### config.mk
export PLATFORM = sky130hd
export DESIGN_NAME = cmd_processor
export DESIGN_NICKNAME = d
export VERILOG_FILES = /design/src/source/cmd_pkg.sv /design/src/source/cmd_decode.sv /design/src/source/cmd_execute.sv /design/src/source/cmd_processor.sv /design/src/source/reply_tx.sv /design/src/source/spi_sequencer.sv
export SDC_FILE = /design/constraint.sdc
export NUM_CORES = 1
export LEC_CHECK = 0
export BUFFER_PORTS_ARGS = -buffer_cell sky130_fd_sc_hd__buf_2
export CORE_UTILIZATION = 60
export DETAILED_ROUTE_END_ITERATION = 10
export GPL_ROUTABILITY_DRIVEN = 0
export PLACE_DENSITY_LB_ADDON = 0.3
export SLEW_MARGIN = 15
export SYNTH_ARGS = -nofsm -noshare
export SYNTH_HDL_FRONTEND = slang
export SYNTH_HIERARCHICAL = 1
export SYNTH_SLANG_ARGS = --single-unit
### constraint.sdc
create_clock -name clk -period 15.1 [get_ports clk]
set_input_delay 3.02 -clock clk [delete_from_list [all_inputs] [get_ports clk]]
set_output_delay 3.02 -clock clk [all_outputs]
set_load 0.05 [all_outputs]
### src/source/cmd_pkg.sv
// command processor shared types
// opcodes, state encodings, command, trigger and reply structs

package cmd_pkg;

	localparam int CMD_BYTES = 8;             // bytes per command
	localparam int REPLY_W   = 32;            // reply word width

	localparam logic [REPLY_W-1:0] TRIG_ACK = 32'd37; // trigger settings answer

	// ------------------------------------------------------------
	// encodings
	// ------------------------------------------------------------
	typedef enum logic [7:0] {
		OP_INFO     = 8'd2,                   // version, board id, overrange
		OP_SPI      = 8'd3,                   // spi transaction
		OP_SPI_MODE = 8'd4,                   // spi mode and reset
		OP_TRIG_SET = 8'd8                    // trigger thresholds
	} cmd_op_e;

	typedef enum logic [2:0] {
		SPI_IDLE,
		SPI_SETUP,                            // cs low, settle
		SPI_SEND,                             // wait for tx_ready
		SPI_GAP,                              // strobe out, next byte
		SPI_WAIT_RX,
		SPI_HOLD                              // cs still low
	} spi_state_e;

	typedef enum logic [1:0] {
		RX_COLLECT,
		RX_ISSUE,
		RX_WAIT
	} rx_state_e;

	// ------------------------------------------------------------
	// structs
	// ------------------------------------------------------------
	typedef struct packed {
		cmd_op_e          op;                 // byte 0
		logic [7:1][7:0]  arg;                // bytes 1..7
	} cmd_t;

	typedef struct packed {
		logic signed [11:0] lower;
		logic signed [11:0] upper;
		logic [9:0]         offset;           // pre-trigger samples
	} trig_cfg_t;

	typedef struct packed {
		logic               valid;            // one cycle strobe
		logic [REPLY_W-1:0] data;
	} reply_t;

endpackage

### src/source/cmd_decode.sv
// command decoder
// collects 8 stream bytes, issues the boot command once after reset
// and hands known commands on to the executer

`timescale 1ns/1ps

module cmd_decode (
	input  logic           clk,
	input  logic           rstn,
	input  logic           i_tvalid,
	input  logic [7:0]     i_tdata,
	input  logic           i_reply_done,
	output logic           o_tready,
	output cmd_pkg::cmd_t  o_cmd,
	output logic           o_cmd_valid,
	output logic           o_cmd_boot
);
	import cmd_pkg::*;

	// spi to chip 0, bytes 00 02 03 powers the adc down
	localparam cmd_t BOOT_CMD = '{
		op:  OP_SPI,
		arg: {8'h03, 8'h00, 8'h00, 8'h03, 8'h02, 8'h00, 8'h00}
	};

	rx_state_e                  state;
	logic [2:0]                 byte_cnt;
	logic [CMD_BYTES-1:0][7:0]  rx_q;
	logic                       boot_q;
	logic                       op_known;

	assign o_tready = (state == RX_COLLECT);
	assign op_known = boot_q || (rx_q[0] inside {OP_INFO, OP_SPI, OP_SPI_MODE, OP_TRIG_SET});
	assign o_cmd_valid = (state == RX_ISSUE) && op_known;
	assign o_cmd_boot  = boot_q;

	always_comb begin
		if (boot_q) begin
			o_cmd = BOOT_CMD;
		end else begin
			o_cmd.op  = cmd_op_e'(rx_q[0]);
			o_cmd.arg = rx_q[7:1];
		end
	end

	// ------------------------------------------------------------
	// receive / issue / wait
	// ------------------------------------------------------------
	always_ff @(posedge clk or negedge rstn) begin
		if (!rstn) begin
			state    <= RX_ISSUE;               // boot command goes first
			boot_q   <= 1'b1;
			byte_cnt <= '0;
		end else begin
			case (state)
				RX_COLLECT: begin
					if (i_tvalid) begin
						byte_cnt <= byte_cnt + 3'd1;  // wraps after last byte
						if (byte_cnt == 3'(CMD_BYTES - 1))
							state <= RX_ISSUE;
					end
				end
				RX_ISSUE: begin
					boot_q <= 1'b0;
					state  <= op_known ? RX_WAIT : RX_COLLECT;  // unknown is dropped
				end
				RX_WAIT: begin
					if (i_reply_done)
						state <= RX_COLLECT;
				end
				default: state <= RX_COLLECT;
			endcase
		end
	end

	always_ff @(posedge clk) begin
		if (o_tready && i_tvalid)
			rx_q[byte_cnt] <= i_tdata;
	end

	// input stays closed from issue until the reply has gone out
	a_no_rx_while_busy: assert property (@(posedge clk) disable iff (!rstn)
		o_cmd_valid |=> (!o_tready until i_reply_done));

endmodule

### src/source/cmd_execute.sv
// command executer
// info, spi mode and trigger commands, overrange counting,
// spi transactions through the sequencer, reply word select

`timescale 1ns/1ps

module cmd_execute #(
	parameter int VERSION         = 16,
	parameter int CS_SETUP_CYCLES = 10,
	parameter int CS_HOLD_CYCLES  = 35
) (
	input  logic                clk,
	input  logic                rstn,
	input  cmd_pkg::cmd_t       i_cmd,
	input  logic                i_cmd_valid,
	input  logic                i_cmd_boot,
	input  logic [7:0]          i_board_id,
	input  logic [3:0]          i_overrange,
	input  logic                i_spi_tx_ready,
	input  logic                i_spi_rx_dv,
	input  logic [7:0]          i_spi_rx_byte,
	output cmd_pkg::reply_t     o_reply,
	output logic                o_boot_done,
	output cmd_pkg::trig_cfg_t  o_trig_cfg,
	output logic [1:0]          o_spi_mode,
	output logic                o_spi_reset_n,
	output logic [7:0]          o_spi_tx_byte,
	output logic                o_spi_tx_dv,
	output logic [7:0]          o_spi_cs_n,
	output logic [2:0]          o_spi_miso_sel
);
	import cmd_pkg::*;

	logic [3:0][REPLY_W-1:0]  ovr_cnt;
	logic                     boot_q;           // current command is the boot one
	logic                     spi_start;
	logic                     spi_done;
	logic [REPLY_W-1:0]       spi_rx_word;
	logic [REPLY_W-1:0]       info_word;
	logic [11:0]              lower_thr;
	logic [11:0]              upper_thr;
	logic                     reply_ev;

	assign spi_start = i_cmd_valid && (i_cmd.op == OP_SPI);

	// adc codes from level and hysteresis
	assign lower_thr = (({4'd0, i_cmd.arg[1]} - {4'd0, i_cmd.arg[2]} - 12'd128) << 4) + 12'd8;
	assign upper_thr = (({4'd0, i_cmd.arg[1]} + {4'd0, i_cmd.arg[2]} - 12'd128) << 4) + 12'd8;

	always_comb begin
		case (i_cmd.arg[1])
			8'd0:    info_word = REPLY_W'(VERSION);
			8'd1:    info_word = {4{i_board_id}};
			8'd2:    info_word = ovr_cnt[i_cmd.arg[2][1:0]];
			default: info_word = '0;
		endcase
	end

	always_ff @(posedge clk or negedge rstn) begin
		if (!rstn) begin
			ovr_cnt <= '0;
		end else begin
			for (int i = 0; i < 4; i++) begin
				if (i_overrange[i])
					ovr_cnt[i] <= ovr_cnt[i] + 32'd1;  // cycles spent in overrange
			end
		end
	end

	// ------------------------------------------------------------
	// command execution
	// ------------------------------------------------------------
	always_ff @(posedge clk or negedge rstn) begin
		if (!rstn) begin
			o_reply       <= '0;
			o_boot_done   <= 1'b0;
			boot_q        <= 1'b0;
			o_trig_cfg    <= '0;
			o_spi_mode    <= '0;
			o_spi_reset_n <= 1'b1;
		end else begin
			o_reply.valid <= 1'b0;
			o_boot_done   <= 1'b0;
			o_spi_reset_n <= 1'b1;
			if (i_cmd_valid) begin
				boot_q <= i_cmd_boot;
				case (i_cmd.op)
					OP_INFO: begin
						o_reply.valid <= 1'b1;
						o_reply.data  <= info_word;
					end
					OP_SPI_MODE: begin
						o_spi_mode    <= i_cmd.arg[1][1:0];
						o_spi_reset_n <= 1'b0;          // one cycle reset pulse
						o_reply.valid <= 1'b1;
						o_reply.data  <= {24'd0, i_cmd.arg[1]};
					end
					OP_TRIG_SET: begin
						o_trig_cfg.lower  <= lower_thr;
						o_trig_cfg.upper  <= upper_thr;
						o_trig_cfg.offset <= {i_cmd.arg[3][1:0], i_cmd.arg[4]};
						o_reply.valid     <= 1'b1;
						o_reply.data      <= TRIG_ACK;
					end
					default: ;                          // spi answers when the sequencer is done
				endcase
			end
			if (spi_done) begin
				o_reply.valid <= !boot_q;             // boot answer is swallowed
				o_reply.data  <= spi_rx_word;
				o_boot_done   <= boot_q;
			end
		end
	end

	spi_sequencer #(
		.CS_SETUP_CYCLES (CS_SETUP_CYCLES),
		.CS_HOLD_CYCLES  (CS_HOLD_CYCLES)
	) spi_sequencer_i (
		.clk            (clk),
		.rstn           (rstn),
		.i_start        (spi_start),
		.i_cmd          (i_cmd),
		.i_spi_tx_ready (i_spi_tx_ready),
		.i_spi_rx_dv    (i_spi_rx_dv),
		.i_spi_rx_byte  (i_spi_rx_byte),
		.o_done         (spi_done),
		.o_rx_word      (spi_rx_word),
		.o_spi_tx_byte  (o_spi_tx_byte),
		.o_spi_tx_dv    (o_spi_tx_dv),
		.o_spi_cs_n     (o_spi_cs_n),
		.o_spi_miso_sel (o_spi_miso_sel)
	);

	// one answer per command at most, boot answer included
	assign reply_ev = o_reply.valid | o_boot_done;

	a_one_reply: assert property (@(posedge clk) disable iff (!rstn)
		reply_ev |=> (!reply_ev until i_cmd_valid));

endmodule

### src/source/cmd_processor.sv
// command processor top level
// byte stream in, one reply word per known command out

`timescale 1ns/1ps

module cmd_processor #(
	parameter int VERSION         = 16,
	parameter int CS_SETUP_CYCLES = 10,
	parameter int CS_HOLD_CYCLES  = 35
) (
	input  logic                        clk,
	input  logic                        rstn,
	// command byte stream
	input  logic                        i_tvalid,
	input  logic [7:0]                  i_tdata,
	output logic                        o_tready,
	// reply stream
	input  logic                        i_m_tready,
	output logic                        o_m_tvalid,
	output logic [cmd_pkg::REPLY_W-1:0] o_m_tdata,
	output logic [3:0]                  o_m_tkeep,
	output logic                        o_m_tlast,
	// spi master
	input  logic                        i_spi_tx_ready,
	input  logic                        i_spi_rx_dv,
	input  logic [7:0]                  i_spi_rx_byte,
	output logic [7:0]                  o_spi_tx_byte,
	output logic                        o_spi_tx_dv,
	output logic [7:0]                  o_spi_cs_n,
	output logic [2:0]                  o_spi_miso_sel,
	output logic [1:0]                  o_spi_mode,
	output logic                        o_spi_reset_n,
	// board
	input  logic [7:0]                  i_board_id,
	input  logic [3:0]                  i_overrange,
	output cmd_pkg::trig_cfg_t          o_trig_cfg
);
	import cmd_pkg::*;

	cmd_t    cmd;
	logic    cmd_valid;
	logic    cmd_boot;
	reply_t  reply;
	logic    tx_done;
	logic    boot_done;
	logic    reply_done;

	assign reply_done = tx_done | boot_done;    // boot command finishes without a reply

	cmd_decode cmd_decode_i (
		.clk          (clk),
		.rstn         (rstn),
		.i_tvalid     (i_tvalid),
		.i_tdata      (i_tdata),
		.i_reply_done (reply_done),
		.o_tready     (o_tready),
		.o_cmd        (cmd),
		.o_cmd_valid  (cmd_valid),
		.o_cmd_boot   (cmd_boot)
	);

	cmd_execute #(
		.VERSION         (VERSION),
		.CS_SETUP_CYCLES (CS_SETUP_CYCLES),
		.CS_HOLD_CYCLES  (CS_HOLD_CYCLES)
	) cmd_execute_i (
		.clk            (clk),
		.rstn           (rstn),
		.i_cmd          (cmd),
		.i_cmd_valid    (cmd_valid),
		.i_cmd_boot     (cmd_boot),
		.i_board_id     (i_board_id),
		.i_overrange    (i_overrange),
		.i_spi_tx_ready (i_spi_tx_ready),
		.i_spi_rx_dv    (i_spi_rx_dv),
		.i_spi_rx_byte  (i_spi_rx_byte),
		.o_reply        (reply),
		.o_boot_done    (boot_done),
		.o_trig_cfg     (o_trig_cfg),
		.o_spi_mode     (o_spi_mode),
		.o_spi_reset_n  (o_spi_reset_n),
		.o_spi_tx_byte  (o_spi_tx_byte),
		.o_spi_tx_dv    (o_spi_tx_dv),
		.o_spi_cs_n     (o_spi_cs_n),
		.o_spi_miso_sel (o_spi_miso_sel)
	);

	reply_tx reply_tx_i (
		.clk        (clk),
		.rstn       (rstn),
		.i_reply    (reply),
		.i_m_tready (i_m_tready),
		.o_m_tvalid (o_m_tvalid),
		.o_m_tdata  (o_m_tdata),
		.o_m_tkeep  (o_m_tkeep),
		.o_m_tlast  (o_m_tlast),
		.o_done     (tx_done)
	);

endmodule

### src/source/reply_tx.sv
// reply transmitter
// holds one reply word on the output stream until the bridge takes it

`timescale 1ns/1ps

module reply_tx (
	input  logic                        clk,
	input  logic                        rstn,
	input  cmd_pkg::reply_t             i_reply,
	input  logic                        i_m_tready,
	output logic                        o_m_tvalid,
	output logic [cmd_pkg::REPLY_W-1:0] o_m_tdata,
	output logic [3:0]                  o_m_tkeep,
	output logic                        o_m_tlast,
	output logic                        o_done
);

	assign o_m_tkeep = '1;                      // always a full word
	assign o_m_tlast = 1'b1;                    // single beat replies

	always_ff @(posedge clk or negedge rstn) begin
		if (!rstn) begin
			o_m_tvalid <= 1'b0;
			o_done     <= 1'b0;
		end else begin
			o_done <= 1'b0;
			if (i_reply.valid) begin
				o_m_tvalid <= 1'b1;
			end else if (o_m_tvalid && i_m_tready) begin
				o_m_tvalid <= 1'b0;
				o_done     <= 1'b1;             // word accepted
			end
		end
	end

	always_ff @(posedge clk) begin
		if (i_reply.valid)
			o_m_tdata <= i_reply.data;
	end

endmodule

### src/source/spi_sequencer.sv
// spi transaction sequencer
// chip select, setup wait, 2 to 4 byte strobes to the spi master,
// read byte capture and chip select hold

`timescale 1ns/1ps

module spi_sequencer #(
	parameter int CS_SETUP_CYCLES = 10,
	parameter int CS_HOLD_CYCLES  = 35
) (
	input  logic                        clk,
	input  logic                        rstn,
	input  logic                        i_start,
	input  cmd_pkg::cmd_t               i_cmd,
	input  logic                        i_spi_tx_ready,
	input  logic                        i_spi_rx_dv,
	input  logic [7:0]                  i_spi_rx_byte,
	output logic                        o_done,
	output logic [cmd_pkg::REPLY_W-1:0] o_rx_word,
	output logic [7:0]                  o_spi_tx_byte,
	output logic                        o_spi_tx_dv,
	output logic [7:0]                  o_spi_cs_n,
	output logic [2:0]                  o_spi_miso_sel
);
	import cmd_pkg::*;

	spi_state_e   state;
	cmd_t         cmd_q;
	logic [15:0]  wait_cnt;
	logic [2:0]   byte_idx;                     // argument byte being sent
	logic [2:0]   last_idx;
	logic [2:0]   start_cnt;                    // clamped byte count
	logic [7:0]   rx_q;

	always_comb begin
		if (i_cmd.arg[7] < 8'd2)
			start_cnt = 3'd2;
		else if (i_cmd.arg[7] > 8'd4)
			start_cnt = 3'd4;
		else
			start_cnt = i_cmd.arg[7][2:0];
	end

	assign o_rx_word = {{(REPLY_W - 8){1'b0}}, rx_q};

	always_ff @(posedge clk) begin
		if (i_start)
			cmd_q <= i_cmd;
		if (state == SPI_WAIT_RX && i_spi_rx_dv)
			rx_q <= i_spi_rx_byte;
	end

	// ------------------------------------------------------------
	// transaction fsm
	// ------------------------------------------------------------
	always_ff @(posedge clk or negedge rstn) begin
		if (!rstn) begin
			state          <= SPI_IDLE;
			wait_cnt       <= '0;
			byte_idx       <= '0;
			last_idx       <= '0;
			o_done         <= 1'b0;
			o_spi_tx_byte  <= '0;
			o_spi_tx_dv    <= 1'b0;
			o_spi_cs_n     <= '1;
			o_spi_miso_sel <= '0;
		end else begin
			o_spi_tx_dv <= 1'b0;
			o_done      <= 1'b0;
			case (state)
				SPI_IDLE: begin
					if (i_start) begin
						o_spi_cs_n[i_cmd.arg[1][2:0]] <= 1'b0;
						o_spi_miso_sel <= i_cmd.arg[1][2:0];
						byte_idx       <= 3'd2;
						last_idx       <= start_cnt + 3'd1;
						wait_cnt       <= '0;
						state          <= SPI_SETUP;
					end
				end
				SPI_SETUP: begin
					if (wait_cnt == 16'(CS_SETUP_CYCLES - 1)) begin
						wait_cnt <= '0;
						state    <= SPI_SEND;
					end else begin
						wait_cnt <= wait_cnt + 16'd1;
					end
				end
				SPI_SEND: begin
					if (i_spi_tx_ready) begin
						o_spi_tx_byte <= cmd_q.arg[byte_idx];
						o_spi_tx_dv   <= 1'b1;
						state         <= SPI_GAP;
					end
				end
				SPI_GAP: begin
					if (byte_idx == last_idx) begin
						state <= SPI_WAIT_RX;
					end else begin
						byte_idx <= byte_idx + 3'd1;
						state    <= SPI_SEND;
					end
				end
				SPI_WAIT_RX: begin
					if (i_spi_rx_dv)
						state <= SPI_HOLD;
				end
				SPI_HOLD: begin
					if (wait_cnt == 16'(CS_HOLD_CYCLES - 1)) begin
						wait_cnt   <= '0;
						o_spi_cs_n <= '1;               // release all chips
						o_done     <= 1'b1;
						state      <= SPI_IDLE;
					end else begin
						wait_cnt <= wait_cnt + 16'd1;
					end
				end
				default: state <= SPI_IDLE;
			endcase
		end
	end

	a_tx_when_ready: assert property (@(posedge clk) disable iff (!rstn)
		o_spi_tx_dv |-> i_spi_tx_ready);

endmodule

==> out/results.txt <==
status = finished clean
total gr overflow = 0
DR iter-0 viols = 1076
number of inserted diodes = 0
mean area per synthesized cell = 12.5 sq um
number of max-cap violations = 0
WS Path Type = input pin to async pin
highest clock rate = 0.207 GHz
global-route wire length before repair = 65000 microns
Inst Count DP = 1972
initial core utilization = 61.2%
Pleak = 8.91 nW
DR DRC count = 0
R2R setup slack = 11.03 ns
worst endpoint required time = 15.66 ns
Die W = 179 microns
Post-synth ARST share = 60.6%
GRT met1 Usage = 37.1%
hold path depth = 0
hold slack final = 0.448 ns
Place WS = 9.58 ns
final instance area = 0.0210 sq mm
IO Pins = 130
VDD IR max = 0.0000968 V
EDFF count, synth = 160
Relative slew margins = 24.0%
largest net degree at the start of global routing = 116
Final Skew = 0.0135 ns
WL final = 41600 microns
number of core rows = 64
Non-Filler Instances = 2051
Core Area = 0.0307 sq mm
WL/cell = 20.3 microns
Worst Setup Slack, final = 10.27 ns
Worst Path Max Fanout = 115
DP Area = 0.0196 sq mm
Die H = 179 microns
commonest register cell after synthesis = dfrtp_1
busiest layer in global routing = met2
Slew Viols, Final = 0
Total GRT Usage = 26.9%
final setup fails = 0
#FFs+latches synth = 406
post-layout power = 2.68 mW
worst hold path endpoint = reply_tx_i/o_m_tdata[7]
CTS max path bufs = 3
number of global-route vias before repair = 12000
netlist area before placement = 0.0188 sq mm
initial antenna violation count = 0
I/O Buffers = 118
CP endpoint kind = async pin
Clk pwr share = 37.6%
worst-margin pin slew = 1.14 ns
Mapped Cells = 1506
Clock Root Buffer = clkbuf_16
clock-pin slew on the worst setup and hold paths = 0.06 ns
H-tree depth = 2
min-delay src = cmd_execute_i/o_reply[7]
hold buffer count at CTS = 0
post-DR vias/cell = 5.96
die area = 0.0320 sq mm
Yosys cell types = 83
post-CTS setup buffers = 0
via count = 12200
CTS Buf Count = 42
Detailed Routing Iterations Pass 1 = 5
reg-to-reg endpoint = cmd_execute_i/spi_sequencer_i/o_spi_cs_n[1]
synth warn = 6
Worst Path Arrival = 5.39 ns
switching power = 0.713 mW
Util after Layout = 68.3%
Cell Int Power = 1.96 mW
Min-Delay Path Class = register to register
layout cell share with drive strength beyond 1 = 19.4%
met3 global-route usage = 4.35%
commonest non-fill, non-tap cell in the layout = dfrtp_1
clk_lat worst skew = 0.54 ns
Pwr per Cell Area = 128 mW/mm^2
Tcrit/Tclk final = 32.0%
post_cts resized = 0
hpwl dp = 29100 microns
fill count = 2195
CTS tree = built
Net Sw Frac = 26.6%
Seq/Total Area, Yosys = 58.4%
Antenna Nets Post-Route = 0
Comb pwr share = 13.5%
most frequent cells in the layout = 235 x dfrtp_1, 160 x edfxtp_1, 128 x nand2_1, 117 x buf_2, 91 x xnor2_1
clock sinks = 406
reg2reg path depth = 11
NumNets Final = 1694
reg2reg start = cmd_decode_i/o_cmd_boot
RSZ-0062 raised after global routing = no
startpoint types = input pin
GR met2 Demand/Resource = 43.6%
Fin. Hold Viols = 0
area grow syn2layout = 11.6%
Flop pwr share = 48.9%
setup_tns = 0 ns
post-layout min period = 4.83 ns
logic make-up after synthesis:
kind of cell | synth area share, %
and+or+nand+nor | 14.7
AOI/OAI and AO/OA | 6.74
buffers and inverters | 3.69
muxes | 7.10
other | 0.0600
adders and majority gates | 2.68
xor gates and xnor gates | 6.62
DFF | 58.4
metal layers:
metal / up-vias / wire [microns] / part of all wire [%]
li1: 5601 / - / -
met1: 6079 / 17600 / 42
met2: 458 / 19900 / 48
met3: 79 / 2880 / 6.9
met4: 0 / 1190 / 2.8
met5: - / 0 / 0
cells in the mapped netlist (41+ instances only):
cell type	count	area share, %
o21ai_0	53	1.4
xor2_1	49	2.3
xnor2_1	91	4.2
nand3_1	61	1.6
a21oi_1	41	1.1
nor2b_1	72	2.4
nand2_1	128	2.6
edfxtp_1	160	26
nor2_1	64	1.3
inv_1	43	0.86
dfrtp_1	235	31
nand4_1	42	1.4
area by class of cell:
| type | instances | area [sq um] | area share (%) |
|---|---|---|---|
| Clock buffer | 60 | 1200 | 5.72 |
| Clock inverter | 18 | 160 | 0.764 |
| Inverter | 43 | 161 | 0.770 |
| Multi-Input combinational cell | 996 | 7260 | 34.6 |
| Sequential cell | 406 | 11000 | 52.4 |
| Tap cell | 396 | 495 | 2.36 |
| Timing Repair Buffer | 132 | 713 | 3.40 |
power by group through the flow:
stage,combinational (mW),sequential (mW),clock [mW]
after floorplan,0.272,1.30,0
after global placement,0.347,1.32,0
after detailed placement,0.362,1.33,0
after CTS,0.364,1.31,1.02
after global routing,0.402,1.32,1.07
final,0.362,1.31,1.01
flip-flops by register name (all words and copies together), names as in the netlist, 2 cells and up:
register	flops
cmd_execute_i/spi_sequencer_i/cmd_q	56
cmd_execute_i/spi_sequencer_i/wait_cnt	16
cmd_decode_i/state	2
cmd_decode_i/byte_cnt	3
cmd_execute_i/ovr_cnt	128
reply_tx_i/o_m_tdata	32
cmd_execute_i/spi_sequencer_i/byte_idx	3
cmd_execute_i/spi_sequencer_i/o_spi_miso_sel	3
cmd_execute_i/spi_sequencer_i/o_spi_tx_byte	8
cmd_execute_i/spi_sequencer_i/o_spi_cs_n	8
cmd_execute_i/o_spi_mode	2
cmd_execute_i/spi_sequencer_i/rx_q	8
cmd_decode_i/rx_q	64
cmd_execute_i/o_reply	33
cmd_execute_i/spi_sequencer_i/last_idx	3
cmd_execute_i/o_trig_cfg	26
cmd_execute_i/spi_sequencer_i/state	3
worst max path at each step:
stage | startpoint | end | slack [ns] | depth (start not counted)
6_report | rstn | cmd_execute_i/ovr_cnt[95] | 10.27 | 3
4_1_cts | rstn | cmd_execute_i/ovr_cnt[120] | 10.16 | 3
3_3_place_gp | rstn | cmd_execute_i/ovr_cnt[93] | 9.64 | 3
3_5_place_dp | rstn | cmd_execute_i/ovr_cnt[92] | 9.58 | 3
2_1_floorplan | cmd_decode_i/o_cmd_boot | cmd_execute_i/spi_sequencer_i/o_spi_cs_n[1] | 8.27 | 11
5_1_grt | rstn | cmd_execute_i/ovr_cnt[93] | 9.86 | 3
worst max-delay path: stages:
cell and delay [ns]:
buf_8 0.54, buf_4 0.74, buf_4 0.79
(Power assumes the default switching activity.)
